<file path="src/common/cache_consts.svh">
`ifndef CACHE_CONSTS_SVH
`define CACHE_CONSTS_SVH

// cache geometry
`define CACHE_WAYS          4
`define CACHE_SETS          16

// address split, offset then index then tag
`define CACHE_OFFSET_BITS   5
`define CACHE_INDEX_BITS    4
`define CACHE_TAG_BITS      23

// 32 bytes per line
`define CACHE_LINE_BITS     256

`endif

</file>
<file path="src/common/cache_pkg.sv">
`include "cache_consts.svh"

package cache_pkg;

    typedef logic [31:0]                        addr_t;
    typedef logic [31:0]                        word_t;
    typedef logic [`CACHE_LINE_BITS-1:0]        line_t;
    typedef logic [3:0]                         byte_mask_t;
    typedef logic [`CACHE_LINE_BITS/8-1:0]      line_mask_t;
    typedef logic [`CACHE_TAG_BITS-1:0]         tag_t;
    typedef logic [`CACHE_INDEX_BITS-1:0]       set_idx_t;
    typedef logic [1:0]                         way_t;

    // root, left pair, right pair
    typedef logic [2:0]                         plru_tree_t;

    typedef struct packed {
        logic valid;
        logic dirty;
        tag_t tag;
    } tag_entry_t;

    // what the controller needs from the compare
    typedef struct packed {
        logic hit;
        way_t hit_way;
        logic victim_dirty;
    } lookup_t;

    typedef enum logic [1:0] {
        ARRAY_NONE,
        ARRAY_HIT_WRITE,
        ARRAY_REFILL_WRITE
    } array_op_e;

    typedef enum logic [2:0] {
        ST_IDLE,
        ST_COMPARE,
        ST_WRITEBACK,
        ST_ALLOCATE,
        ST_REFILL_READ
    } ctrl_state_e;

endpackage

</file>
<file path="src/logic/tag_array.sv">
`timescale 1ns/100ps
`include "cache_consts.svh"

module tag_array (
    input  logic                    clk,
    input  logic                    rst_n,
    input  logic                    en,
    input  logic                    we,
    input  cache_pkg::set_idx_t     set_idx,
    input  cache_pkg::tag_entry_t   wentry,
    output cache_pkg::tag_entry_t   rentry
);

    cache_pkg::tag_entry_t entries [`CACHE_SETS];

    always_ff @(posedge clk) begin
        if (!rst_n) begin
            // invalidate every entry
            for (int i = 0; i < `CACHE_SETS; i++) begin
                entries[i].valid <= 1'b0;
            end
            rentry <= '0;
        end else if (en) begin
            if (we) begin
                entries[set_idx] <= wentry;
            end
            rentry <= entries[set_idx];
        end
    end

endmodule

</file>
<file path="config.mk">
export PLATFORM = sky130hd
export DESIGN_NAME = tag_array
export DESIGN_NICKNAME = d
export VERILOG_FILES = /design/src/common/cache_pkg.sv /design/src/logic/tag_array.sv
export VERILOG_INCLUDE_DIRS = /design/src /design/src/common
export SDC_FILE = /design/constraint.sdc
export NUM_CORES = 1
export LEC_CHECK = 0
export ABC_AREA = 1
export BUFFER_PORTS_ARGS = -buffer_cell sky130_fd_sc_hd__buf_2
export CELL_PAD_IN_SITES_DETAIL_PLACEMENT = 1
export CELL_PAD_IN_SITES_GLOBAL_PLACEMENT = 2
export CORE_MARGIN = 8
export CORE_UTILIZATION = 30
export CTS_BUF_LIST = sky130_fd_sc_hd__clkbuf_8
export CTS_CLUSTER_SIZE = 40
export DETAILED_ROUTE_END_ITERATION = 8
export GPL_ROUTABILITY_DRIVEN = 0
export PLACE_DENSITY = 0.67
export SYNTH_ARGS = -nofsm -noshare
export SYNTH_HDL_FRONTEND = slang
export SYNTH_SLANG_ARGS = --single-unit
</file>
<file path="constraint.sdc">
create_clock -name clk -period 3.05 [get_ports clk]
set_input_delay 0.4575 -clock clk [delete_from_list [all_inputs] [get_ports clk]]
set_output_delay 0.4575 -clock clk [all_outputs]
set_load 0.01 [all_outputs]
</file>
==> parameters.txt <==
Parameter                              Value

STA
  Final critical delay including setup and external delays    1710 ps
  Fmax achieved    0.583 GHz
  Worst-margin pin slew    730 ps
  Count of pins over their slew limit    0
  Share of the clock period used by the worst path    0.562
  Headroom to the max-slew limit    0.513
  Setup-violating endpoint count in the final report    0
  Skew final    22.4 ps
  Final Hold Slack    between 60 and 70 ps
  Setup repair after global routing missed its margin    no
  Sum of negative setup slack    0 ps
  Hold Fails Final Rpt    0

Worst setup path
  Largest delay share family, worst path    flip-flops
  Length in cells of the worst reg-to-reg path    8
  Worst Path Required    around 2600 ps
  Crit Path Max Fanout    2
  Cell-by-cell listing of the critical path    buf_2
  Critical path launch point type    register
  Critical path buffer and inverter count    1
  Max stage delay cell, worst path    sky130_fd_sc_hd__dfxtp_1
  Endpoint class of the critical path    primary output
  Longest individual stage delay on the worst path    450 ps
  Worst path depth    1
  Category of the critical setup timing path    reg2out
  Arrival time reported for the critical path endpoint    approximately 1300 ps

Pwr
  Portion of total power attributed to the clock network    0.401
  Share of power burned in combinational logic    0.060
  Net switching share of the total power    0.243
  Power density over cell area    600 nW/um^2
  Cell leakage power    0.00790 uW
  Sw Pwr    around 2900 uW
  Peak supply drop    0.293 mV
  Pint    approximately 9000 uW
  Reg power frac    0.539

Drt
  Via count normalized by instance count    approximately 4.7
  Vias after detailed routing    11,700
  Remaining number of nets flagged by the antenna check after routing    0
  Detailed router's first-iteration violation count    767
  Overall routed net length    ~50,000 um
  Remaining routing DRC violations    0
  Number of iterations in the first detailed-routing pass    5
  Detailed-route wire length per cell    20.0 um

Yosys
  Post-Synthesis Net Count    1,657
  Synth warn    0
  Gate count of the mapped netlist    about 1,600
  Sequential area share after synthesis    0.709
  Post-synthesis cell area    17,400 sq um
  Unique cell type count in the Yosys netlist    22
  Post-synthesis sequential element count    roughly 430
  Post-synthesis average cell area    10.7 sq um

Global route
  Initial antenna violation count    1
  Global route total overflow    0
  First-pass GRT wire length    77,200 um
  Vias in the first global route    12,200
  Global routing usage summed across all routing layers    0.152
  Largest net degree at the start of global routing    137

Floorplanning
  Placement row count    88
  Die span in y    257 um
  Top Ports    58
  Width of the die    257 um
  Die Area    ~66,000 sq um
  Std-Cell Core Area    57,600 sq um
  Effective utilization at floorplan    0.302

CTS
  Max Root-Sink Buffers    3
  CTS Sinks    approximately 430
  Post-cts sizing count    0
  Number of buffers inserted for hold repair after clock tree synthesis    0
  Source-to-sink clock delay at the later pin of the worst-skew pair    640 ps
  Htree depth    3
  Clock transition at the registers of the reported paths    around 60 ps
  Total clock buffers created by CTS    76
  Root buf cell    sky130_fd_sc_hd__clkbuf_8
  Post-CTS setup buffer count    0
  TritonCTS clock tree    built

Worst hold path
  Worst min-delay path class    in2reg
  Hold Path Depth    3

Place
  IO Port Bufs    57
  Post-DP HPWL    26,900 um

Final layout
  Leading cell types in the layout, fill and taps excluded    sky130_fd_sc_hd__nand2_1 (819), sky130_fd_sc_hd__edfxtp_1 (384), sky130_fd_sc_hd__nand3_1 (140), sky130_fd_sc_hd__clkbuf_8 (81), sky130_fd_sc_hd__buf_2 (55)
  Nets    roughly 1,700
  # fillers    6,431
  Layout cells sized above 1    0.109
  Most common library cell in the layout ignoring fill and taps    sky130_fd_sc_hd__nand2_1
  Area overhead of the layout relative to synthesis    14.1%

Outcome
  Result of the run    complete, no violations

Flow run
  Count of maximum capacitance violations    0
==> synth_stat cells (all sizes together) <==
master	instances	area, sq um
nand2	820	3080
edfxtp	384	11500
nand3	141	711
buf	71	482
nor2	53	204
dfxtp	41	821
o21ai	41	205
nand4	25	156
clkbuf	23	86.3
inv	21	81.3
nor3	3	36.3
nor4	1	21.3
==> registers in the layout, summed over array words and instances, names as in the netlist <==
name	cells
entries	400
rentry	25
==> through the flow <==
step	area, sq um	total power (uW)	std cells	worst slack, ps	util
final	19900	11900	2519	1340	0.345
after global routing	19900	12500	2519	1290	0.345
after CTS	19900	12100	2518	1290	0.345
after detailed placement	18500	7290	2384	715	0.322
after global placement	18500	7280	2384	724	0.322
after floorplan	17400	6990	1624	845	-
==> power by group through the flow <==
stage / Clock, uW / Combinational, uW / Sequential [uW]
global placement: 0 / 726 / 6550
CTS: 4970 / 740 / 6440
global route: 5220 / 809 / 6440
detailed placement: 0 / 737 / 6560
floorplan: 0 / 427 / 6560
finish: 4780 / 716 / 6440
==> worst reg2reg max path, stage by stage (launching register included) <==
cell                       delay, ps
sky130_fd_sc_hd__edfxtp_1        350
sky130_fd_sc_hd__nand2_1          70
sky130_fd_sc_hd__nand2_1          80
sky130_fd_sc_hd__nand2_1          80
sky130_fd_sc_hd__nand2_1          60
sky130_fd_sc_hd__nand2_1          50
sky130_fd_sc_hd__nand3_1          80
sky130_fd_sc_hd__nor2_1          230
sky130_fd_sc_hd__nor2_1           60
==> cells by family after synthesis <==
| kind of cell | Yosys count | synth area share |
|---|---|---|
| simple gates | 1043 | 0.242 |
| flops | 425 | 0.709 |
| buf+inv | 115 | 0.0373 |
| compound gates | 41 | 0.0118 |
==> final timing paths <==
path	from	endpoint	slack, ps
setup / recovery	rentry[10]$_SDFFE_PN0P_	rentry[10]	1340
hold / removal	wentry[24]	entries[3][24]$_DFF_P_	60
setup reg to reg	entries[10][18]$_DFFE_PP_	rentry[18]$_SDFFE_PN0P_	1860
hold reg to reg	entries[5][24]$_DFF_P_	entries[5][24]$_DFF_P_	480
==> metal layers <==
metal / wire (um) / track usage / vias to the layer above
li1: - / - / 5599
met1: 23600 / 0.201 / 5856
met2: 24100 / 0.254 / 188
met3: 1690 / 0.0288 / 80
met4: 1070 / 0.0434 / 0
met5: 0 / 0 / -
==> area by class of cell <==
type	instances	area (sq um)	area share
diodes	1	2.50	0.000126
repair buffers	89	722	0.0363
multi-input cells	1084	4430	0.223
well taps	765	957	0.0482
flip-flops and latches	425	12400	0.621
clock inverters	53	214	0.0108
inverters	21	86.3	0.00434
clock buffers	81	1110	0.0561
(Power assumes the default switching activity.)
