File: config.mk
export PLATFORM = sky130hd
export DESIGN_NAME = data_array
export DESIGN_NICKNAME = d
export VERILOG_FILES = /design/src/common/cache_pkg.sv /design/src/logic/data_array.sv
export VERILOG_INCLUDE_DIRS = /design/src /design/src/common
export SDC_FILE = /design/constraint.sdc
export NUM_CORES = 2
export LEC_CHECK = 0
export BUFFER_PORTS_ARGS = -buffer_cell sky130_fd_sc_hd__buf_4
export CORE_AREA = 2 2 574 576
export DETAILED_ROUTE_END_ITERATION = 7
export DIE_AREA = 0 0 576 578
export PLACE_DENSITY = 0.66
export SYNTH_ARGS = -nofsm -noshare
export SYNTH_HDL_FRONTEND = slang
export SYNTH_SLANG_ARGS = --single-unit
File: constraint.sdc
create_clock -name clk -period 3.05 [get_ports clk]
set_input_delay 0.61 -clock clk [delete_from_list [all_inputs] [get_ports clk]]
set_output_delay 0.61 -clock clk [all_outputs]
set_load 0.05 [all_outputs]
File: src/common/cache_consts.svh
`ifndef CACHE_CONSTS_SVH
`define CACHE_CONSTS_SVH

// cache geometry
`define CACHE_WAYS          4
`define CACHE_SETS          16

// address split, offset then index then tag
`define CACHE_OFFSET_BITS   5
`define CACHE_INDEX_BITS    4
`define CACHE_TAG_BITS      23

// 32 bytes per line
`define CACHE_LINE_BITS     256

`endif

File: src/common/cache_pkg.sv
`include "cache_consts.svh"

package cache_pkg;

    typedef logic [31:0]                        addr_t;
    typedef logic [31:0]                        word_t;
    typedef logic [`CACHE_LINE_BITS-1:0]        line_t;
    typedef logic [3:0]                         byte_mask_t;
    typedef logic [`CACHE_LINE_BITS/8-1:0]      line_mask_t;
    typedef logic [`CACHE_TAG_BITS-1:0]         tag_t;
    typedef logic [`CACHE_INDEX_BITS-1:0]       set_idx_t;
    typedef logic [1:0]                         way_t;

    // root, left pair, right pair
    typedef logic [2:0]                         plru_tree_t;

    typedef struct packed {
        logic valid;
        logic dirty;
        tag_t tag;
    } tag_entry_t;

    // what the controller needs from the compare
    typedef struct packed {
        logic hit;
        way_t hit_way;
        logic victim_dirty;
    } lookup_t;

    typedef enum logic [1:0] {
        ARRAY_NONE,
        ARRAY_HIT_WRITE,
        ARRAY_REFILL_WRITE
    } array_op_e;

    typedef enum logic [2:0] {
        ST_IDLE,
        ST_COMPARE,
        ST_WRITEBACK,
        ST_ALLOCATE,
        ST_REFILL_READ
    } ctrl_state_e;

endpackage

File: src/logic/data_array.sv
`timescale 1ns/100ps
`include "cache_consts.svh"

module data_array (
    input  logic                    clk,
    input  logic                    en,
    input  logic                    we,
    input  cache_pkg::line_mask_t   wmask,
    input  cache_pkg::set_idx_t     set_idx,
    input  cache_pkg::line_t        wdata,
    output cache_pkg::line_t        rdata
);

    cache_pkg::line_t lines [`CACHE_SETS];

    always_ff @(posedge clk) begin
        if (en) begin
            if (we) begin
                for (int i = 0; i < `CACHE_LINE_BITS / 8; i++) begin
                    if (wmask[i]) begin
                        lines[set_idx][8*i +: 8] <= wdata[8*i +: 8];
                    end
                end
            end
            // read returns the old line on a same-cycle write
            rdata <= lines[set_idx];
        end
    end

endmodule

==> impl_metrics.py <==
metrics = {
    "clock_tree": {
        "cts.path.max_buffers": 4,
        "cts_tree": "done",
        "clk_latency_worst_skew_pair_ps": 960,
        "cts-htree-levels": 5,
        "clock-root-buffer": "clkbuf_16",
        "cts_made_buffers": 429,
        "clk_pin_slew_ps": 60,
        "total_number_of_clock_tree_sinks": 4352,
        "cts.repair_timing.setup_buffer_count": 0,
    },
    "grt": {
        "grt_first_pass_wirelength_mm": 577,
        "initial_antenna_violation_count": 60,
        "grt_start_max_net_pins": 113,
        "grt-ovfl-total": 0,
        "number_of_global_route_vias_before_repair": 82800,
        "grt.total_usage": 0.239,
    },
    "logic_synthesis": {
        "yosysUniqueCellTypes": 14,
        "yosysTopAreaCell": "edfxtp_1",
        "synth_seq_cells": 4352,
        "synth.area.top_cells": "edfxtp_1 (80%), mux4_2 (14%), a22oi_1 (2.4%), nor2_1 (1.2%), nand2_1 (0.69%)",
        "yosys.area.top_type_share": 0.802,
        "ys.warnings.count": 0,
        "synthesis.nets": 7436,
        "synth.avg_cell_area_um2": 22.8,
        "synthCells": 7141,
        "syn-cell-area_um2": 163000,
        "sequential_element_share_of_the_synthesized_area": 0.802,
    },
    "critical_path": {
        "cp_data_required_time_ps": 2440,
        "reg2reg_from": "lines[3][16]$_DFFE_PP_",
        "critical_path_endpoint_category": "primary output",
        "cp_slowest_cell": "edfxtp_1",
        "r2r_end": "rdata[16]$_DFFE_PP_",
        "critical_path_buf_inv_count": 1,
        "critPathTopFamily": "flip-flops",
        "timing.critical_path.arrival_ps": 1860,
        "reg2reg_setup_slack_ps": 1340,
        "critical_path_class": "reg2out",
        "setup.worst_path.start_class": "flop",
        "critical_path_peak_fanout": 1,
        "crit_path_max_incr_delay_ps": 630,
        "critical_path.cell_chain": "buf_4",
        "worstRegToRegCells": 3,
    },
    "final_layout": {
        "finish.utilization": 0.596,
        "nFillCells": 22900,
        "drive_gt1_frac": 0.333,
        "synthToLayoutAreaGrowth_pct": 19.5,
        "most-common-layout-cells": "edfxtp_1 (4352), buf_4 (1302), mux4_2 (1024)",
        "nNetsFinal": 9098,
        "layout.cells.most_common": "edfxtp_1",
    },
    "route": {
        "routed_wire_length_per_instance_um": 29.6,
        "drt_wl_total_mm": 401,
        "drt_first_pass_iters": 6,
        "vias_per_inst": 5.92,
        "route.vias.total": 80200,
        "drt_iter0_markers": 8940,
        "antenna_left": 0,
        "route.detailed.drc": 0,
    },
    "sta": {
        "worstMarginPinSlew_ps": 993,
        "final_max_slew_viol_count": 0,
        "final_period_minus_worst_setup_slack_ps": 2470,
        "finalSetupViolations": 0,
        "max_clock_freq_mhz": 404,
        "hold_violation_count_in_the_final_report": 0,
        "relSlewSlack": 0.338,
        "finalSetupTns_ps": 0,
        "clock-skew-final_ps": 45.6,
        "unrepaired_setup_endpoints_after_global_routing": "no",
        "layout_worst_path_cycle_share": 0.811,
    },
    "place": {
        "place.gp.congestion": 0.803,
        "buffer_ports.inserted": 550,
        "post-dp-hpwl_mm": 253,
    },
    "hold_path": {
        "worstHoldPathType": "in2reg",
        "timing.hold.worst_path_depth": 2,
        "min-delay-start": "en",
        "min_delay_worst_endpoint": "rdata[88]$_DFFE_PP_",
    },
    "pwr": {
        "power.combinational.fraction": 0.059,
        "clkPwrFrac": 0.412,
        "sequentialPowerShare": 0.530,
        "worst_ir_drop_vdd_mv": 0.524,
        "internal_power_mw": 99.1,
        "power_switching_share": 0.215,
        "net-switching-power_mw": 27.2,
        "p_leak_nw": 64.0,
        "power.density_nw_per_um2": 649,
    },
    "floorplan": {
        "starting_density_of_the_core": 0.499,
        "i_o_pins": 551,
        "floorplan.die_area_um2": 333000,
        "floorplan.rows": 210,
        "chipHeight_um": 578,
        "placeableCoreArea_um2": 326000,
        "die_width_um": 576,
    },
    "status": {
        "outcome": "complete, no violations",
    },
    "run": {
        "drv.max_cap_violation_count": 0,
    },
}
## worst max-delay path by stage
stage                         from                       end  slack [ps]  cells past startpoint
2_1_floorplan           set_idx[0]  lines[14][208]$_DFFE_PP_         570                      8
3_3_place_gp            set_idx[0]      rdata[139]$_DFFE_PP_         110                      7
3_5_place_dp                    we   lines[1][137]$_DFFE_PP_          90                      7
4_1_cts        rdata[10]$_DFFE_PP_                 rdata[10]         430                      1
5_1_grt        rdata[10]$_DFFE_PP_                 rdata[10]         520                      1
6_report       rdata[10]$_DFFE_PP_                 rdata[10]         580                      1
## per-stage QoR
stage | worst slack (ps) | power [mW] | instance area (um2) | hold WS (ps) | std cells
after global placement | 114 | 75.1 | 178000 | 725 | 12500
after global routing | 523 | 130 | 195000 | 154 | 13500
after CTS | 435 | 127 | 195000 | 130 | 13500
final | 578 | 126 | 195000 | 199 | 13500
after floorplan | 565 | 71.8 | 163000 | 709 | 7141
after detailed placement | 92.3 | 75.3 | 178000 | 737 | 12500
## cell usage after synthesis
library cell     n
edfxtp_1      4352
mux4_2        1024
nor2_1         514
a22oi_1        512
nand2_1        300
clkbuf_1       222
buf_2           95
buf_6           56
buf_1           46
buf_4           10
nand3_1          4
nor2b_1          3
and2_1           2
and2b_1          1
## power groups by stage
stage	registers (mW)	logic [mW]	clock network [mW]
floorplan	69.0	2.86	0
global placement	68.1	7.00	0
detailed placement	68.1	7.14	0
CTS	66.9	7.48	52.8
global route	66.9	7.82	55.2
finish	66.9	7.40	52.0
## flip-flops by register name, indices dropped and copies added, names as in the netlist
signal and flops:
rdata 256, lines 4096
## logic make-up (layout without fill, tap and decap cells)
group | after synthesis | after routing | share of synthesized area
AO/OA/AOI/OAI | 512 | 512 | 0.0236
buffers and inverters | 429 | 2448 | 0.0134
flip-flops | 4352 | 4352 | 0.802
multiplexers | 1024 | 1024 | 0.142
other | 0 | 31 | 0
AND/OR/NAND/NOR | 824 | 824 | 0.0191
## metal layers
metal	GRT usage	vias to the layer above	wire length [um]
met3	0.0463	715	32200
met1	0.331	42500	160000
met2	0.386	3427	195000
met4	0.0792	52	13800
met5	0	-	306
li1	-	33400	-
## area by class of cell
type                       instances  area [um2]  share of cell area
clock buffer                     536       11300              0.0582
multi-input combinational       2360       30200               0.155
tap                             4346        5440              0.0279
antenna                           31        77.6            0.000399
clock inverter                   252        2510              0.0129
sequential                      4352      131000               0.672
timing repair buffer            1660       14400              0.0739
## what timing repair did
action	in CTS	in global routing
gates resized for setup	0	0
hold endpoints to repair	4096	0
hold buffers	256	0
No activity file was read; power rests on OpenSTA's default activity.
