### config.mk
export PLATFORM = sky130hd
export DESIGN_NAME = plru
export DESIGN_NICKNAME = d
export VERILOG_FILES = /design/src/common/cache_pkg.sv /design/src/cache/plru.sv
export VERILOG_INCLUDE_DIRS = /design/src /design/src/common
export SDC_FILE = /design/constraint.sdc
export NUM_CORES = 1
export LEC_CHECK = 0
export BUFFER_PORTS_ARGS = -buffer_cell sky130_fd_sc_hd__buf_4
export CAP_MARGIN = 20
export CELL_PAD_IN_SITES_DETAIL_PLACEMENT = 0
export CELL_PAD_IN_SITES_GLOBAL_PLACEMENT = 1
export CORE_UTILIZATION = 53
export CTS_CLUSTER_SIZE = 14
export DETAILED_ROUTE_END_ITERATION = 6
export MAX_ROUTING_LAYER = met4
export PLACE_DENSITY = 0.86
export SYNTH_ARGS = -nofsm -noshare
export SYNTH_HDL_FRONTEND = slang
export SYNTH_SLANG_ARGS = --single-unit
### constraint.sdc
create_clock -name clk -period 2.6 [get_ports clk]
set_input_delay 0.13 -clock clk [delete_from_list [all_inputs] [get_ports clk]]
set_output_delay 0.13 -clock clk [all_outputs]
set_load 0.01 [all_outputs]
### src/common/cache_consts.svh
`ifndef CACHE_CONSTS_SVH
`define CACHE_CONSTS_SVH

// cache geometry
`define CACHE_WAYS          4
`define CACHE_SETS          16

// address split, offset then index then tag
`define CACHE_OFFSET_BITS   5
`define CACHE_INDEX_BITS    4
`define CACHE_TAG_BITS      23

// 32 bytes per line
`define CACHE_LINE_BITS     256

`endif

### src/common/cache_pkg.sv
`include "cache_consts.svh"

package cache_pkg;

    typedef logic [31:0]                        addr_t;
    typedef logic [31:0]                        word_t;
    typedef logic [`CACHE_LINE_BITS-1:0]        line_t;
    typedef logic [3:0]                         byte_mask_t;
    typedef logic [`CACHE_LINE_BITS/8-1:0]      line_mask_t;
    typedef logic [`CACHE_TAG_BITS-1:0]         tag_t;
    typedef logic [`CACHE_INDEX_BITS-1:0]       set_idx_t;
    typedef logic [1:0]                         way_t;

    // root, left pair, right pair
    typedef logic [2:0]                         plru_tree_t;

    typedef struct packed {
        logic valid;
        logic dirty;
        tag_t tag;
    } tag_entry_t;

    // what the controller needs from the compare
    typedef struct packed {
        logic hit;
        way_t hit_way;
        logic victim_dirty;
    } lookup_t;

    typedef enum logic [1:0] {
        ARRAY_NONE,
        ARRAY_HIT_WRITE,
        ARRAY_REFILL_WRITE
    } array_op_e;

    typedef enum logic [2:0] {
        ST_IDLE,
        ST_COMPARE,
        ST_WRITEBACK,
        ST_ALLOCATE,
        ST_REFILL_READ
    } ctrl_state_e;

endpackage

### src/cache/plru.sv
`timescale 1ns/100ps
`include "cache_consts.svh"

module plru (
    input  logic                    clk,
    input  logic                    rst_n,
    input  cache_pkg::set_idx_t     set_idx,
    input  logic                    ufp_resp,
    input  cache_pkg::way_t         visit_way,
    output cache_pkg::way_t         victim_way
);

    cache_pkg::plru_tree_t trees [`CACHE_SETS];
    cache_pkg::plru_tree_t cur_tree;
    cache_pkg::plru_tree_t next_tree;

    assign cur_tree = trees[set_idx];

    // bit 0 picks the pair, bits 1 and 2 pick inside the left and right pair
    assign victim_way = cur_tree[0] ? {1'b1, cur_tree[2]} : {1'b0, cur_tree[1]};

    // point every node on the path away from the visited leaf
    always_comb begin
        next_tree    = cur_tree;
        next_tree[0] = ~visit_way[1];
        if (visit_way[1]) begin
            next_tree[2] = ~visit_way[0];
        end else begin
            next_tree[1] = ~visit_way[0];
        end
    end

    always_ff @(posedge clk) begin
        if (!rst_n) begin
            for (int i = 0; i < `CACHE_SETS; i++) begin
                trees[i] <= '0;
            end
        end else if (ufp_resp) begin
            trees[set_idx] <= next_tree;
        end
    end

endmodule

==> out/qor.txt, run 1 <==
status: finished, final reports clean
Rows: 24
Synth Area in Adders: 0
Synth Area in XOR/XNOR: 0
worst min-delay path category: primary input to flop
Via density: 5.90
DRC viols: 0
Final setup violation count: 0
RSZ-0062 raised after global routing: false
Post-synth ARST share: 0
CTS tree: built
Via Count: 1492
total die area: 4810 um2
# clock sinks: 48
Final GP Congestion: 0.797
most frequent cell after synthesis: edfxtp_1
cells on worst reg2reg path: 5
initial core utilization: 0.552
wire per inst: 18.1 um
Peak VDD IR: 0.309 mV
Clock Skew: 0.00723 ns
gr usage total: 0.223
n_diodes: 0
largest net degree at the start of global routing: 23
leakage: 0.906 nW
Yosys Warn Count: 0
DR pass1 iterations: 4
worst path arrival time: 1.95 ns
antenna violations before repair: 0
CTS root buffer: clkbuf_8
cts hold-fix bufs: 0
biggest regs: trees: 48 flops
Port Buffers: 10
area of the core: 4350 um2
Crit Path Class: flop to output port
dpl hpwl: 3400 um
commonest cells in the netlist: 48 x edfxtp_1, 37 x nor2_1, 32 x nand2_1
max_cap viols: 0
period utilisation layout: 0.801
drt total wl: 4590 um
setup TNS: 0 ns
# IOs: 11
P&R area growth vs syn: 5.52%
post-route ant nets: 0
worst hold path cell count: 2
Unique masters post-synth: 25
vias in the first global route: 1572
# nets final: 210
CTS H-Tree Depth: 2
Crit Path Max Fanout: 3
Cell Pwr Density: 586 nW/um2
top cell type's share of synthesized area: 0.600
Synth area leader: edfxtp_1
post-cts sizing count: 0
Most flops, register: trees
Clk pin slew, worst setup/hold paths: 0.08 ns
highest clock rate: 480 MHz
CTS Buf Count: 5
Die X: 69.3 um
layout cell share with drive strength beyond 1: 0.209
Congestion Overflow GR: 0
crit start category: flop
Post-Synth Simple-Gate Area: 0.193
largest family of logic cells by synthesized area: simple AND/OR/NAND/NOR gates
Crit. End Element: output port
syn_area_per_cell: 12.3 um2
Synth Area in Compound Gates: 0.0552
Synth area leaders: edfxtp_1 60%, mux4_2 7.5%, nor2_1 5.8%
max reg flops: 48
Clock Latency Late Sink: 0.30 ns
Setup Buffers After CTS: 0
Post-Syn Nets: 205
number of flops mapped to enable cells by yosys: 48
Slew HR: 0.524
Crit path required time: 2.47 ns
mux contribution to synthesized area: 0.109
worst slew pin tran: 0.715 ns
Seq/Total Area, Yosys: 0.600
first-pass GRT wire length: 7800 um
Max clock buf depth: 2
hold_ws: 0.254 ns
number of hold violations in the final report: 0
minimum clock period: 2.08 ns
total power: 1.49 mW
Die Height: 69.3 um
Netlist Area Pre-Place: 2400 um2
detailed router's first-iteration violation count: 65
Slew Viols, Final: 0
Synth Register Bits: 48
dominant synthesized flop cell: edfxtp_1
Gate Count Post-Synth: 196
## layout by cell type, fill, tap and decap left out, drive strengths merged
master,synthesis,routed
a311oi,2,2
mux2i,6,6
inv,3,3
nor2b,4,4
nand2,32,32
mux2,2,2
o21ai,2,2
a22oi,1,1
nor2,47,47
and4,1,1
nor3b,2,2
clkinv,0,2
clkbuf,4,5
mux4,8,8
buf,9,11
nand3,6,6
o31ai,2,2
edfxtp,48,48
a221o,2,2
and2,1,1
nand2b,1,1
a21oi,3,3
nor3,10,10
## final timing paths
path | start | to | slack [ns]
max | trees[0][0] | victim_way[0] | 0.52
min | visit_way[1] | trees[3][0] | 0.25
max reg2reg | trees[6][2] | trees[4][2] | 0.53
min reg2reg | trees[15][1] | trees[12][1] | 1.18
## kinds of logic after synthesis
group | Yosys count
DFF | 48
and+or+nand+nor | 104
buffers and inverters | 16
AOI/OAI and AO/OA | 12
muxes | 16
## critical path, stage by stage, from the launching register on
cell and delay, ns:
edfxtp_1 0.39, mux4_2 0.49, a22oi_1 0.20, nand3_1 0.15, nor3_1 0.21, a21oi_1 0.07, buf_4 0.15
## per-layer routing
metal,global-route usage,wire length (um)
met2,0.365,2290
met5,-,0
met3,0.0465,160
met1,0.273,2020
met4,0.0862,110
## power by group
group	switching [mW]	internal, mW
Clock	0.232	0.178
Sequential	0.0125	0.885
Combinational	0.110	0.0672
Total	0.355	1.13
## per-stage QoR
| step | cell area [um2] | instances | setup slack [ns] | utilization |
|---|---|---|---|---|
| global route | 2530 | 253 | 0.386 | 0.582 |
| CTS | 2530 | 253 | 0.505 | 0.582 |
| detailed placement | 2460 | 246 | 0.468 | 0.565 |
| floorplan | 2400 | 196 | 0.921 | - |
| global placement | 2460 | 246 | 0.545 | 0.565 |
| finish | 2530 | 253 | 0.517 | 0.582 |
## cell type report
cell class / count / area, um2
clock buffers: 5 / 68.8
clock inverters: 2 / 7.51
fillers: 358 / 1820
inverters: 3 / 11.3
multi-input cells: 132 / 858
flip-flops and latches: 48 / 1440
well taps: 52 / 65.1
repair buffers: 11 / 82.6
(Power assumes the default switching activity.)
==> run 2: changes to the inputs <==
- ABC_AREA: unset -> 1
- CORE_UTILIZATION: 53 -> 47
- PLACE_DENSITY: 0.86 -> 0.82
- clock period: 2.6 -> 2.1 ns (I/O delays scaled with it)
==> run 2 against run 1 <==
Sequential power grew 24%. Sequential cell count stayed put. First-iteration DRC count rose by 66%. Critical path depth grew 4. Utilization decreased by 4.4 points. Cell area is 3.5% higher. Die area increased by 15%. Power increased by 22%. Sequential share of layout area down 1.9 points.
==> out/qor.txt, run 2 <==
met3 wire len: 265 um
Crit. End Element: output port
crit path buf inv count: 3
max reg flops: 48
n_diodes: 0
first-pass GRT wire length: 8370 um
Post-synth ARST share: 0
CTS Buf Count: 5
Final setup violation count: 0
CTS H-Tree Depth: 2
Netlist Area Pre-Place: 2460 um2
DR pass1 iterations: 4
area of the core: 4880 um2
most frequent cell after synthesis: nand2_1
Most flops, register: trees
commonest non-fill, non-tap cell in the layout: nand2_1
cts hold-fix bufs: 0
RR Startpoint: trees[0][1]
P&R area growth vs syn: 6.56%
Crit Path Max Fanout: 19
Synth Register Bits: 48
post-route ant nets: 0
Crit Path Class: primary input to output port
Die X: 74.4 um
met1 WL: 2440 um
post-route insts no fill: 357
# clock sinks: 48
top cell type's share of synthesized area: 0.585
Critical Path Start: set_idx[1]
CP top delay family: simple AND/OR/NAND/NOR gates
layout cell share with drive strength beyond 1: 0.124
number of hold violations in the final report: 0
drt total wl: 5230 um
minimum clock period: 1.68 ns
dominant synthesized flop cell: edfxtp_1
metal2 WL: 2490 um
Seq/Total Area, Yosys: 0.585
Synth area leader: edfxtp_1
Port Buffers: 10
Top Layer Used: met4
Setup Buffers After CTS: 0
worst slew pin tran: 0.650 ns
RSZ-0062 raised after global routing: false
Unique masters post-synth: 18
Final GP Congestion: 0.795
worst path arrival time: 1.58 ns
max_cap viols: 0
fin worst setup slack: 0.417 ns
gr usage total: 0.221
Via density: 4.96
number of flops mapped to enable cells by yosys: 48
slowest CP cell: nor2_1
Slew HR: 0.563
CTS tree: built
Post-Place Setup Slack: 0.243 ns
Clk pin slew, worst setup/hold paths: 0.08 ns
CTS root buffer: clkbuf_8
most frequent cells in the layout: 133 x nand2_1, 48 x edfxtp_1, 47 x nor2_1
Die Height: 74.4 um
worst-path cell chain: buf_4 > inv_2 > nor2_1 > nand2_1 > nand4_1 > nand2_1 > nand4_1 > nand2_1 > nand2_1 > buf_4
# IOs: 11
post-placement cell count: 352
crit start category: primary input
Rows: 25
largest net degree at the start of global routing: 29
Worst path max stage delay: 0.41 ns
Congestion Overflow GR: 0
antenna violations before repair: 0
vias in the first global route: 1647
hold_ws: 0.230 ns
post-cts sizing count: 0
leakage: 1.14 nW
Crit path required time: 2.00 ns
Slew Viols, Final: 0
Clock Skew: 0.00858 ns
total die area: 5530 um2
period utilisation layout: 0.801
detailed router's first-iteration violation count: 108
Most Frequent Cell on Critical Path: nand2_1
Post-Syn Nets: 291
dpl hpwl: 3500 um
Clock Latency Late Sink: 0.30 ns
HP Start: visit_way[1]
Via Count: 1772
Util after Layout: 0.538
Yosys Warn Count: 0
initial core utilization: 0.505
status: finished, final reports clean
Synth area leaders: edfxtp_1 59%, nand2_1 20%, nor2_1 7.2%
biggest regs: trees: 48 flops
Max clock buf depth: 2
syn_area_per_cell: 8.73 um2
worst min-delay path category: primary input to flop
Gate Count Post-Synth: 282
wire per inst: 14.7 um
# nets final: 301
Peak VDD IR: 0.360 mV
highest clock rate: 594 MHz
DRC viols: 0
setup TNS: 0 ns
Cell Pwr Density: 692 nW/um2
commonest cells in the netlist: 133 x nand2_1, 48 x edfxtp_1, 47 x nor2_1
-- run 2: cell count changes in the layout (fill, tap and decap cells not counted), sizes merged, moves of 6 or more --
cell,change
mux2i,-6
mux4,-8
nand2,+105
nand3,+6
nor2,+8
nor3,-6
-- run 2: layer usage --
metal  up-vias  track usage
met4         0       0.0566
li1        926            -
met5         -            -
met1       799        0.289
met2        42        0.348
met3         5       0.0501
-- run 2: power by group --
| group | internal [mW] | switching, mW |
|---|---|---|
| Clock | 0.215 | 0.277 |
| Sequential | 1.09 | 0.0134 |
| Combinational | 0.0619 | 0.155 |
| Total | 1.37 | 0.445 |
-- run 2: cells by family (layout without fill, tap and decap cells) --
family,count (synthesis),after routing,share of synthesized area
buffers and inverters,21,29,0.0584
and+or+nand+nor,213,213,0.356
DFF,48,48,0.585
-- run 2: cell type report --
class / instances / area (um2)
fill: 500 / 2260
inverter: 8 / 32.5
tap: 67 / 83.8
sequential: 48 / 1440
multi-input combinational: 213 / 877
clock buffer: 5 / 68.8
timing repair buffer: 16 / 120
-- run 2: final timing paths --
kind | slack [ns] | depth (start not counted) | endpoint
setup / recovery | 0.42 | 10 | victim_way[0]
hold / removal | 0.23 | 2 | trees[10][0]
setup reg to reg | 0.56 | 10 | trees[6][1]
hold reg to reg | 1.09 | 10 | trees[8][2]
-- run 2: stage by stage --
step	power, mW	cell area (um2)
2_1_floorplan	1.29	2460
3_3_place_gp	1.35	2550
3_5_place_dp	1.35	2550
4_1_cts	1.82	2620
5_1_grt	1.88	2620
6_report	1.82	2620
