`src/common/cache_consts.svh`:
```
`ifndef CACHE_CONSTS_SVH
`define CACHE_CONSTS_SVH

// cache geometry
`define CACHE_WAYS          4
`define CACHE_SETS          16

// address split, offset then index then tag
`define CACHE_OFFSET_BITS   5
`define CACHE_INDEX_BITS    4
`define CACHE_TAG_BITS      23

// 32 bytes per line
`define CACHE_LINE_BITS     256

`endif

```
`src/common/cache_pkg.sv`:
```
`include "cache_consts.svh"

package cache_pkg;

    typedef logic [31:0]                        addr_t;
    typedef logic [31:0]                        word_t;
    typedef logic [`CACHE_LINE_BITS-1:0]        line_t;
    typedef logic [3:0]                         byte_mask_t;
    typedef logic [`CACHE_LINE_BITS/8-1:0]      line_mask_t;
    typedef logic [`CACHE_TAG_BITS-1:0]         tag_t;
    typedef logic [`CACHE_INDEX_BITS-1:0]       set_idx_t;
    typedef logic [1:0]                         way_t;

    // root, left pair, right pair
    typedef logic [2:0]                         plru_tree_t;

    typedef struct packed {
        logic valid;
        logic dirty;
        tag_t tag;
    } tag_entry_t;

    // what the controller needs from the compare
    typedef struct packed {
        logic hit;
        way_t hit_way;
        logic victim_dirty;
    } lookup_t;

    typedef enum logic [1:0] {
        ARRAY_NONE,
        ARRAY_HIT_WRITE,
        ARRAY_REFILL_WRITE
    } array_op_e;

    typedef enum logic [2:0] {
        ST_IDLE,
        ST_COMPARE,
        ST_WRITEBACK,
        ST_ALLOCATE,
        ST_REFILL_READ
    } ctrl_state_e;

endpackage

```
`src/cache/cache_ctrl.sv`:
```
`timescale 1ns/100ps

module cache_ctrl (
    input  logic                    clk,
    input  logic                    rst_n,
    input  cache_pkg::byte_mask_t   rmask,
    input  cache_pkg::byte_mask_t   wmask,
    input  cache_pkg::lookup_t      lookup,
    input  logic                    dfp_resp,
    output cache_pkg::array_op_e    array_op,
    output logic                    ufp_resp,
    output logic                    dfp_read,
    output logic                    dfp_write
);

    cache_pkg::ctrl_state_e state;
    cache_pkg::ctrl_state_e state_next;
    logic                   req;

    assign req = (rmask | wmask) != '0;

    always_ff @(posedge clk) begin
        if (!rst_n) begin
            state <= cache_pkg::ST_IDLE;
        end else begin
            state <= state_next;
        end
    end

    always_comb begin
        state_next = state;
        array_op   = cache_pkg::ARRAY_NONE;
        ufp_resp   = 1'b0;
        case (state)
            cache_pkg::ST_IDLE: begin
                if (req) begin
                    state_next = cache_pkg::ST_COMPARE;
                end
            end
            cache_pkg::ST_COMPARE: begin
                if (lookup.hit) begin
                    ufp_resp   = 1'b1;
                    state_next = cache_pkg::ST_IDLE;
                    if (wmask != '0) begin
                        array_op = cache_pkg::ARRAY_HIT_WRITE;
                    end
                end else if (lookup.victim_dirty) begin
                    state_next = cache_pkg::ST_WRITEBACK;
                end else begin
                    state_next = cache_pkg::ST_ALLOCATE;
                end
            end
            cache_pkg::ST_WRITEBACK: begin
                if (dfp_resp) begin
                    state_next = cache_pkg::ST_ALLOCATE;
                end
            end
            cache_pkg::ST_ALLOCATE: begin
                if (dfp_resp) begin
                    array_op   = cache_pkg::ARRAY_REFILL_WRITE;
                    state_next = cache_pkg::ST_REFILL_READ;
                end
            end
            // one cycle for the refilled line to come out of the arrays
            cache_pkg::ST_REFILL_READ: state_next = cache_pkg::ST_COMPARE;
            default:                   state_next = cache_pkg::ST_IDLE;
        endcase
    end

    assign dfp_write = state == cache_pkg::ST_WRITEBACK;
    assign dfp_read  = state == cache_pkg::ST_ALLOCATE;

    // memory answers exactly one open request
    a_dfp_excl: assert property (@(posedge clk) disable iff (!rst_n)
        dfp_resp |-> dfp_read ^ dfp_write)
        else $error("dfp_resp without exactly one of dfp_read and dfp_write");

    // a refilled line hits on the next compare
    a_resp_in_compare: assert property (@(posedge clk) disable iff (!rst_n)
        state == cache_pkg::ST_REFILL_READ |=> lookup.hit)
        else $error("no hit in compare after a refill");

endmodule

```
`config.mk`:
```
export PLATFORM = sky130hd
export DESIGN_NAME = cache_ctrl
export DESIGN_NICKNAME = d
export VERILOG_FILES = /design/src/common/cache_pkg.sv /design/src/cache/cache_ctrl.sv
export VERILOG_INCLUDE_DIRS = /design/src /design/src/common
export SDC_FILE = /design/constraint.sdc
export NUM_CORES = 1
export LEC_CHECK = 0
export BUFFER_PORTS_ARGS = -buffer_cell sky130_fd_sc_hd__buf_2
export CELL_PAD_IN_SITES_DETAIL_PLACEMENT = 0
export CELL_PAD_IN_SITES_GLOBAL_PLACEMENT = 1
export CORE_AREA = 2 2 39 41
export DETAILED_ROUTE_END_ITERATION = 10
export DIE_AREA = 0 0 41 43
export PLACE_DENSITY = 0.64
export SETUP_SLACK_MARGIN = 0.05
export SYNTH_ARGS = -nofsm -noshare
export SYNTH_HDL_FRONTEND = slang
export SYNTH_SLANG_ARGS = --single-unit
export TNS_END_PERCENT = 100
```
`constraint.sdc`:
```
create_clock -name clk -period 0.86 [get_ports clk]
set_input_delay 0.129 -clock clk [delete_from_list [all_inputs] [get_ports clk]]
set_output_delay 0.129 -clock clk [all_outputs]
set_load 0.05 [all_outputs]
```
==> results of run 1 <==
report_power, final:
part           switching, mW  internal (mW)
logic                  0.126          0.146
registers             0.0146          0.149
clock network         0.0869          0.175
layout make-up:
cell class	instances	area [um2]	area share [%]
Sequential cell	3	71.3	13.3
Clock buffer	4	26.3	4.92
Multi-Input combinational cell	21	203	37.9
Timing Repair Buffer	26	210	39.3
Inverter	1	3.75	0.703
Tap cell	16	20.0	3.75
layout by cell type (no fill, tap or decap):
| cell | Yosys | final |
|---|---|---|
| a21oi_1 | 2 | 2 |
| and2_4 | 0 | 2 |
| and3_4 | 1 | 2 |
| and4_1 | 1 | 1 |
| buf_2 | 1 | 12 |
| buf_4 | 0 | 6 |
| buf_6 | 0 | 4 |
| buf_8 | 0 | 4 |
| clkbuf_1 | 0 | 1 |
| clkbuf_4 | 0 | 3 |
| dfxtp_4 | 0 | 3 |
| inv_1 | 1 | 1 |
| nand2b_4 | 0 | 1 |
| nand3_1 | 1 | 1 |
| nand4b_1 | 1 | 1 |
| nor2_1 | 3 | 1 |
| nor2_4 | 0 | 2 |
| nor2b_4 | 1 | 2 |
| nor3_1 | 1 | 1 |
| nor4_1 | 2 | 1 |
| nor4_4 | 0 | 1 |
| nor4bb_2 | 0 | 1 |
| o21ai_1 | 1 | 1 |
| o221ai_1 | 1 | 1 |
how the worst max path moves through the flow:
stage | startpoint | endpoint | slack [ns] | cells past startpoint
after floorplan | state[2] | array_op[0] | -0.36 | 3
after global placement | state[2] | array_op[0] | -0.27 | 4
after detailed placement | state[2] | array_op[0] | -0.29 | 4
after CTS | state[1] | array_op[0] | -0.43 | 4
after global routing | state[1] | array_op[0] | -0.47 | 4
final | state[1] | array_op[0] | -0.42 | 4
worst max-delay path, cell delays in order, from the launching register on:
cell,delay [ns]
dfxtp_4,0.35
nor2_4,0.10
and3_4,0.18
nor2b_4,0.13
buf_6,0.16
cells by family (layout without fill, tap and decap cells):
| family | Yosys count | count (layout) |
|---|---|---|
| AND/OR/NAND/NOR | 17 | 17 |
| buffers and inverters | 2 | 31 |
| flip-flops | 3 | 3 |
| AO/OA/AOI/OAI | 4 | 4 |
repair_timing:
item,CTS,global route
pin swaps,6,3
setup endpoints to repair,8,8
gates resized for setup,22,3
hold buffers,0,0
setup buffers,4,2
metal layers:
metal / vias up / routed length [um] / part of all wire, % / GRT usage, %
met2: 16 / 307 / 44 / 10.3
met4: 0 / 20 / 2.9 / 8.00
met1: 132 / 294 / 42 / 14.8
li1: 153 / - / - / -
met5: - / 0 / 0 / 0
met3: 2 / 73 / 10 / 1.57
==> metrics.txt, run 1 <==
Clock Sinks 3; mapped cell area 210 um2; # DRC 0; PwrDens 1300 mW/mm2; nets@finish 71; Clock Tree Buf Depth 2; DRT antenna net count 0; Fin Hold WS 0.164 ns; simple-gate share of the synthesized area 56.0%; commonest cells in the netlist dfxtp_1 (3), nor2_1 (3), a21oi_1 (2), and2_1 (2), nor4_1 (2); post-synthesis adder-cell area fraction 0%; First DRT Iteration DRCs 2; dpl ws -0.290 ns; site row count 14; gpl congestion 0.688; post-layout minimum cycle time 1.28 ns; vias in the first global route 284; leakage power 0.235 nW; CP Data Required Time 0.73 ns; FF-to-FF setup slack -0.31 ns; top-area cell type share of the netlist area 28.6%; HP Start rst_n; async set-reset flop share out of synthesis 0%; register area share after synthesis 28.6%; Total Neg Setup Slack -2.21 ns; post-synthesis register bit count 3; Post-synth EDFFs 0; min setup slack post-route -0.421 ns; CP endpoint kind primary output; antenna violations before repair 0; FF-to-FF End state[0]; Max Clk Rate 0.781 GHz; drt pass-1 iters 3; Tot Pwr 0.697 mW; Most flops, register state; top post-synthesis cells by area dfxtp_1 (29%), nor2b_4 (6.5%), and2_1 (6.0%); first-pass GRT wire length 1100 um; mux share of post-synthesis cell area 0%; XOR/XNOR Fraction of Synth Area 0%; Max VDD drop 0.496 mV; Vias/cell 4.27; crit path kind flip-flop to primary output; DP Wirelength 516 um; syn nets 41; Yosys top cell by area dfxtp_1; CP Max Fanout 3; htree depth 1; Area Overhead vs Synth 154%; chip height 43 um; Slew @ Worst Pin 0.281 ns; Worst R2R Path Depth 5; outcome complete, but fails checks; CTS tree done; average wire per standard cell 9.80 um; RSZ-0062 raised after global routing true; compound-gate portion of the synthesized area 11.3%; max reg flops 3; reg2reg start state[2]; Clk Latency, worst-skew pair 0.24 ns; die area 0.00176 mm2; crit path DAT 1.15 ns; Final Hold Viols 0; Max Cap Violations 0; Avg Cell Area, Syn 8.08 um2; main combinational cell family by area after synthesis simple AND/OR/NAND/NOR gates; CTS Root Cell clkbuf_4; GRT Util Overall 9.44%; # port buffers 17; Synth Warn # 0; Top Registers state: 3 flops; hold path endpoint state[2]; Hold Crit Class input port to flip-flop; Via Count 303; Setup violations, final 8; Std-Cell Core Area 0.00138 mm2; design area 534 um2; max_slew headroom 81.2%; antenna diode count 0; die outline width 41 um; Min-Delay Path Depth 2; placed instance area 374 um2; GR Overflow Total 0; Placed Cells 61; Slew Limit Fails 0; failing checks setup timing; CTS clk-pin slew, worst paths 0.04 ns; ys flop type dfxtp_1; Worst Setup Start Kind flip-flop; Initial Util 15.2%; crit share post-route 149%; Distinct cells, synth 19; Post-Syn Instances 26; final core utilization 38.6%; largest net degree at the start of global routing 6; Detailed Route WL 696 um; share of layout cells above drive strength 1 78.2%; Filler cells 154; Worst Skew 0.000343 ns; Non-Filler Instances 71; I/O pins 20; TritonCTS Buffers 3
Note: power is estimated with default switching activity, not from simulation.
==> run 2, diff against run 1 <==
CELL_PAD_IN_SITES_DETAIL_PLACEMENT = default   (was 0)
CELL_PAD_IN_SITES_GLOBAL_PLACEMENT = default   (was 1)
PLACE_DENSITY = 0.47   (was 0.64)
==> run 2 against run 1 <==
- the run still ends with setup timing left
- cell area down 11%
- sequential power about the same
- via count down 5.0%
- clock power down 3%
- critical path depth unchanged
- die area unchanged
==> metrics.txt, run 2 (synthesized netlist as in run 1, its figures left out) <==
CP Cell Sequence nor2_4, and3_4, nor2b_4, buf_6; Clk Latency, worst-skew pair 0.24 ns; most common cell after layout, fill and taps aside buf_2; GRT Util Overall 9.61%; Most flops, register state; met1 Resource Use GR 10.8%; DRT antenna net count 0; # port buffers 17; met2 global-route usage 13.4%; Area Overhead vs Synth 127%; CTS Root Cell clkbuf_4; site row count 14; dpl ws -0.293 ns; met3 Usage GRT 5.24%; design area 477 um2; RSZ-0062 raised after global routing true; grt peak-use layer met2; share of layout cells above drive strength 1 74.5%; Top Registers state: 3 flops; CTS clk-pin slew, worst paths 0.04 ns; Setup violations, final 8; post-layout minimum cycle time 1.27 ns; Crit path largest cell delay 0.35 ns; Final Hold Viols 0; vias in the first global route 289; first-pass GRT wire length 1110 um; gpl congestion 0.775; Detailed Route WL 657 um; sw power 0.209 mW; Reg power frac 25.2%; PwrDens 1360 mW/mm2; final core utilization 34.4%; max_slew headroom 80.8%; crit path kind flip-flop to primary output; outcome complete, but fails checks; TritonCTS Buffers 3; GR Overflow Total 0; # DRC 0; CP Max Fanout 3; DP Wirelength 507 um; min setup slack post-route -0.409 ns; I/O pins 20; CP endpoint kind primary output; Worst Skew 0.00444 ns; Pint 0.439 mW; Slew @ Worst Pin 0.286 ns; Critical-path top delay cell dfxtp_4; Max Clk Rate 0.788 GHz; crit path DAT 1.14 ns; crit share post-route 148%; average wire per standard cell 9.81 um; nets@finish 67; failing checks setup timing; largest net degree at the start of global routing 6; Via Count 288; Max VDD drop 0.532 mV; Max Cap Violations 0; die outline width 41 um; antenna diode count 0; Worst Setup Start Kind flip-flop; Clk pwr share 39.2%; Vias/cell 4.30; Hold Crit Class input port to flip-flop; power share of the combinational group 35.7%; placed instance area 374 um2; max reg flops 3; Slew Limit Fails 0; die area 0.00176 mm2; Clock Tree Buf Depth 2; chip height 43 um; htree depth 1; drt pass-1 iters 4; Std-Cell Core Area 0.00138 mm2; antenna violations before repair 0; leakage power 0.211 nW; Net Sw Frac 32.3%; Clock Sinks 3; First DRT Iteration DRCs 3; CP Data Required Time 0.73 ns; CTS tree done; most frequent cells in the layout buf_2 (12), buf_4 (5), clkbuf_4 (3), buf_8 (3), dfxtp_4 (3); Initial Util 15.2%
## run 2: cell type report
class,instances,area [um2]
timing repair buffer,22,165
inverter,1,3.75
clock buffer,4,26.3
multi-input combinational,21,190
tap,16,20.0
fill,150,907
sequential,3,71.3
## run 2: final timing paths
check	endpoint	from	slack (ns)	depth (start not counted)
hold / removal	state[2]	rst_n	0.18	2
setup / recovery	array_op[0]	state[1]	-0.41	4
hold reg to reg	state[1]	state[2]	0.49	1
setup reg to reg	state[0]	state[2]	-0.25	4
## run 2: layer usage
layer | routed length, um | vias to the layer above | part of all wire (%)
met4 | 0 | 0 | 0
met1 | 275 | 130 | 42
li1 | - | 145 | -
met3 | 58 | 0 | 8.8
met2 | 322 | 13 | 49
met5 | 0 | - | 0
## run 2: repair_timing
action	4_1_cts	5_1_grt
pin swaps	3	3
buffers inserted	2	0
endpoints found under the setup margin	8	8
gates resized for setup	17	2
hold buffers	0	0
## run 2: stage by stage
stage                     instances  TNS [ns]  hold WS (ns)  power (mW)
after floorplan                  26    -0.828         0.250       0.280
after global placement           61     -1.35         0.415       0.353
after detailed placement         61     -1.30         0.393       0.352
after CTS                        67     -2.24         0.161       0.662
after global routing             67     -2.53         0.166       0.700
final                            67     -2.11         0.177       0.647
## run 2: critical path: cells and delay by family, from the launching register on
kind / cells / cell delay, ns
AND/OR/NAND/NOR: 3 / 0.41
flip-flops: 1 / 0.35
buffers and inverters: 1 / 0.16
## run 2: power groups by stage
stage          registers, mW  logic, mW  clock network [mW]
4_1_cts                0.164      0.229               0.270
3_5_place_dp           0.162      0.189                   0
2_1_floorplan          0.157      0.122                   0
6_report               0.163      0.231               0.254
5_1_grt                0.165      0.248               0.286
3_3_place_gp           0.163      0.190                   0
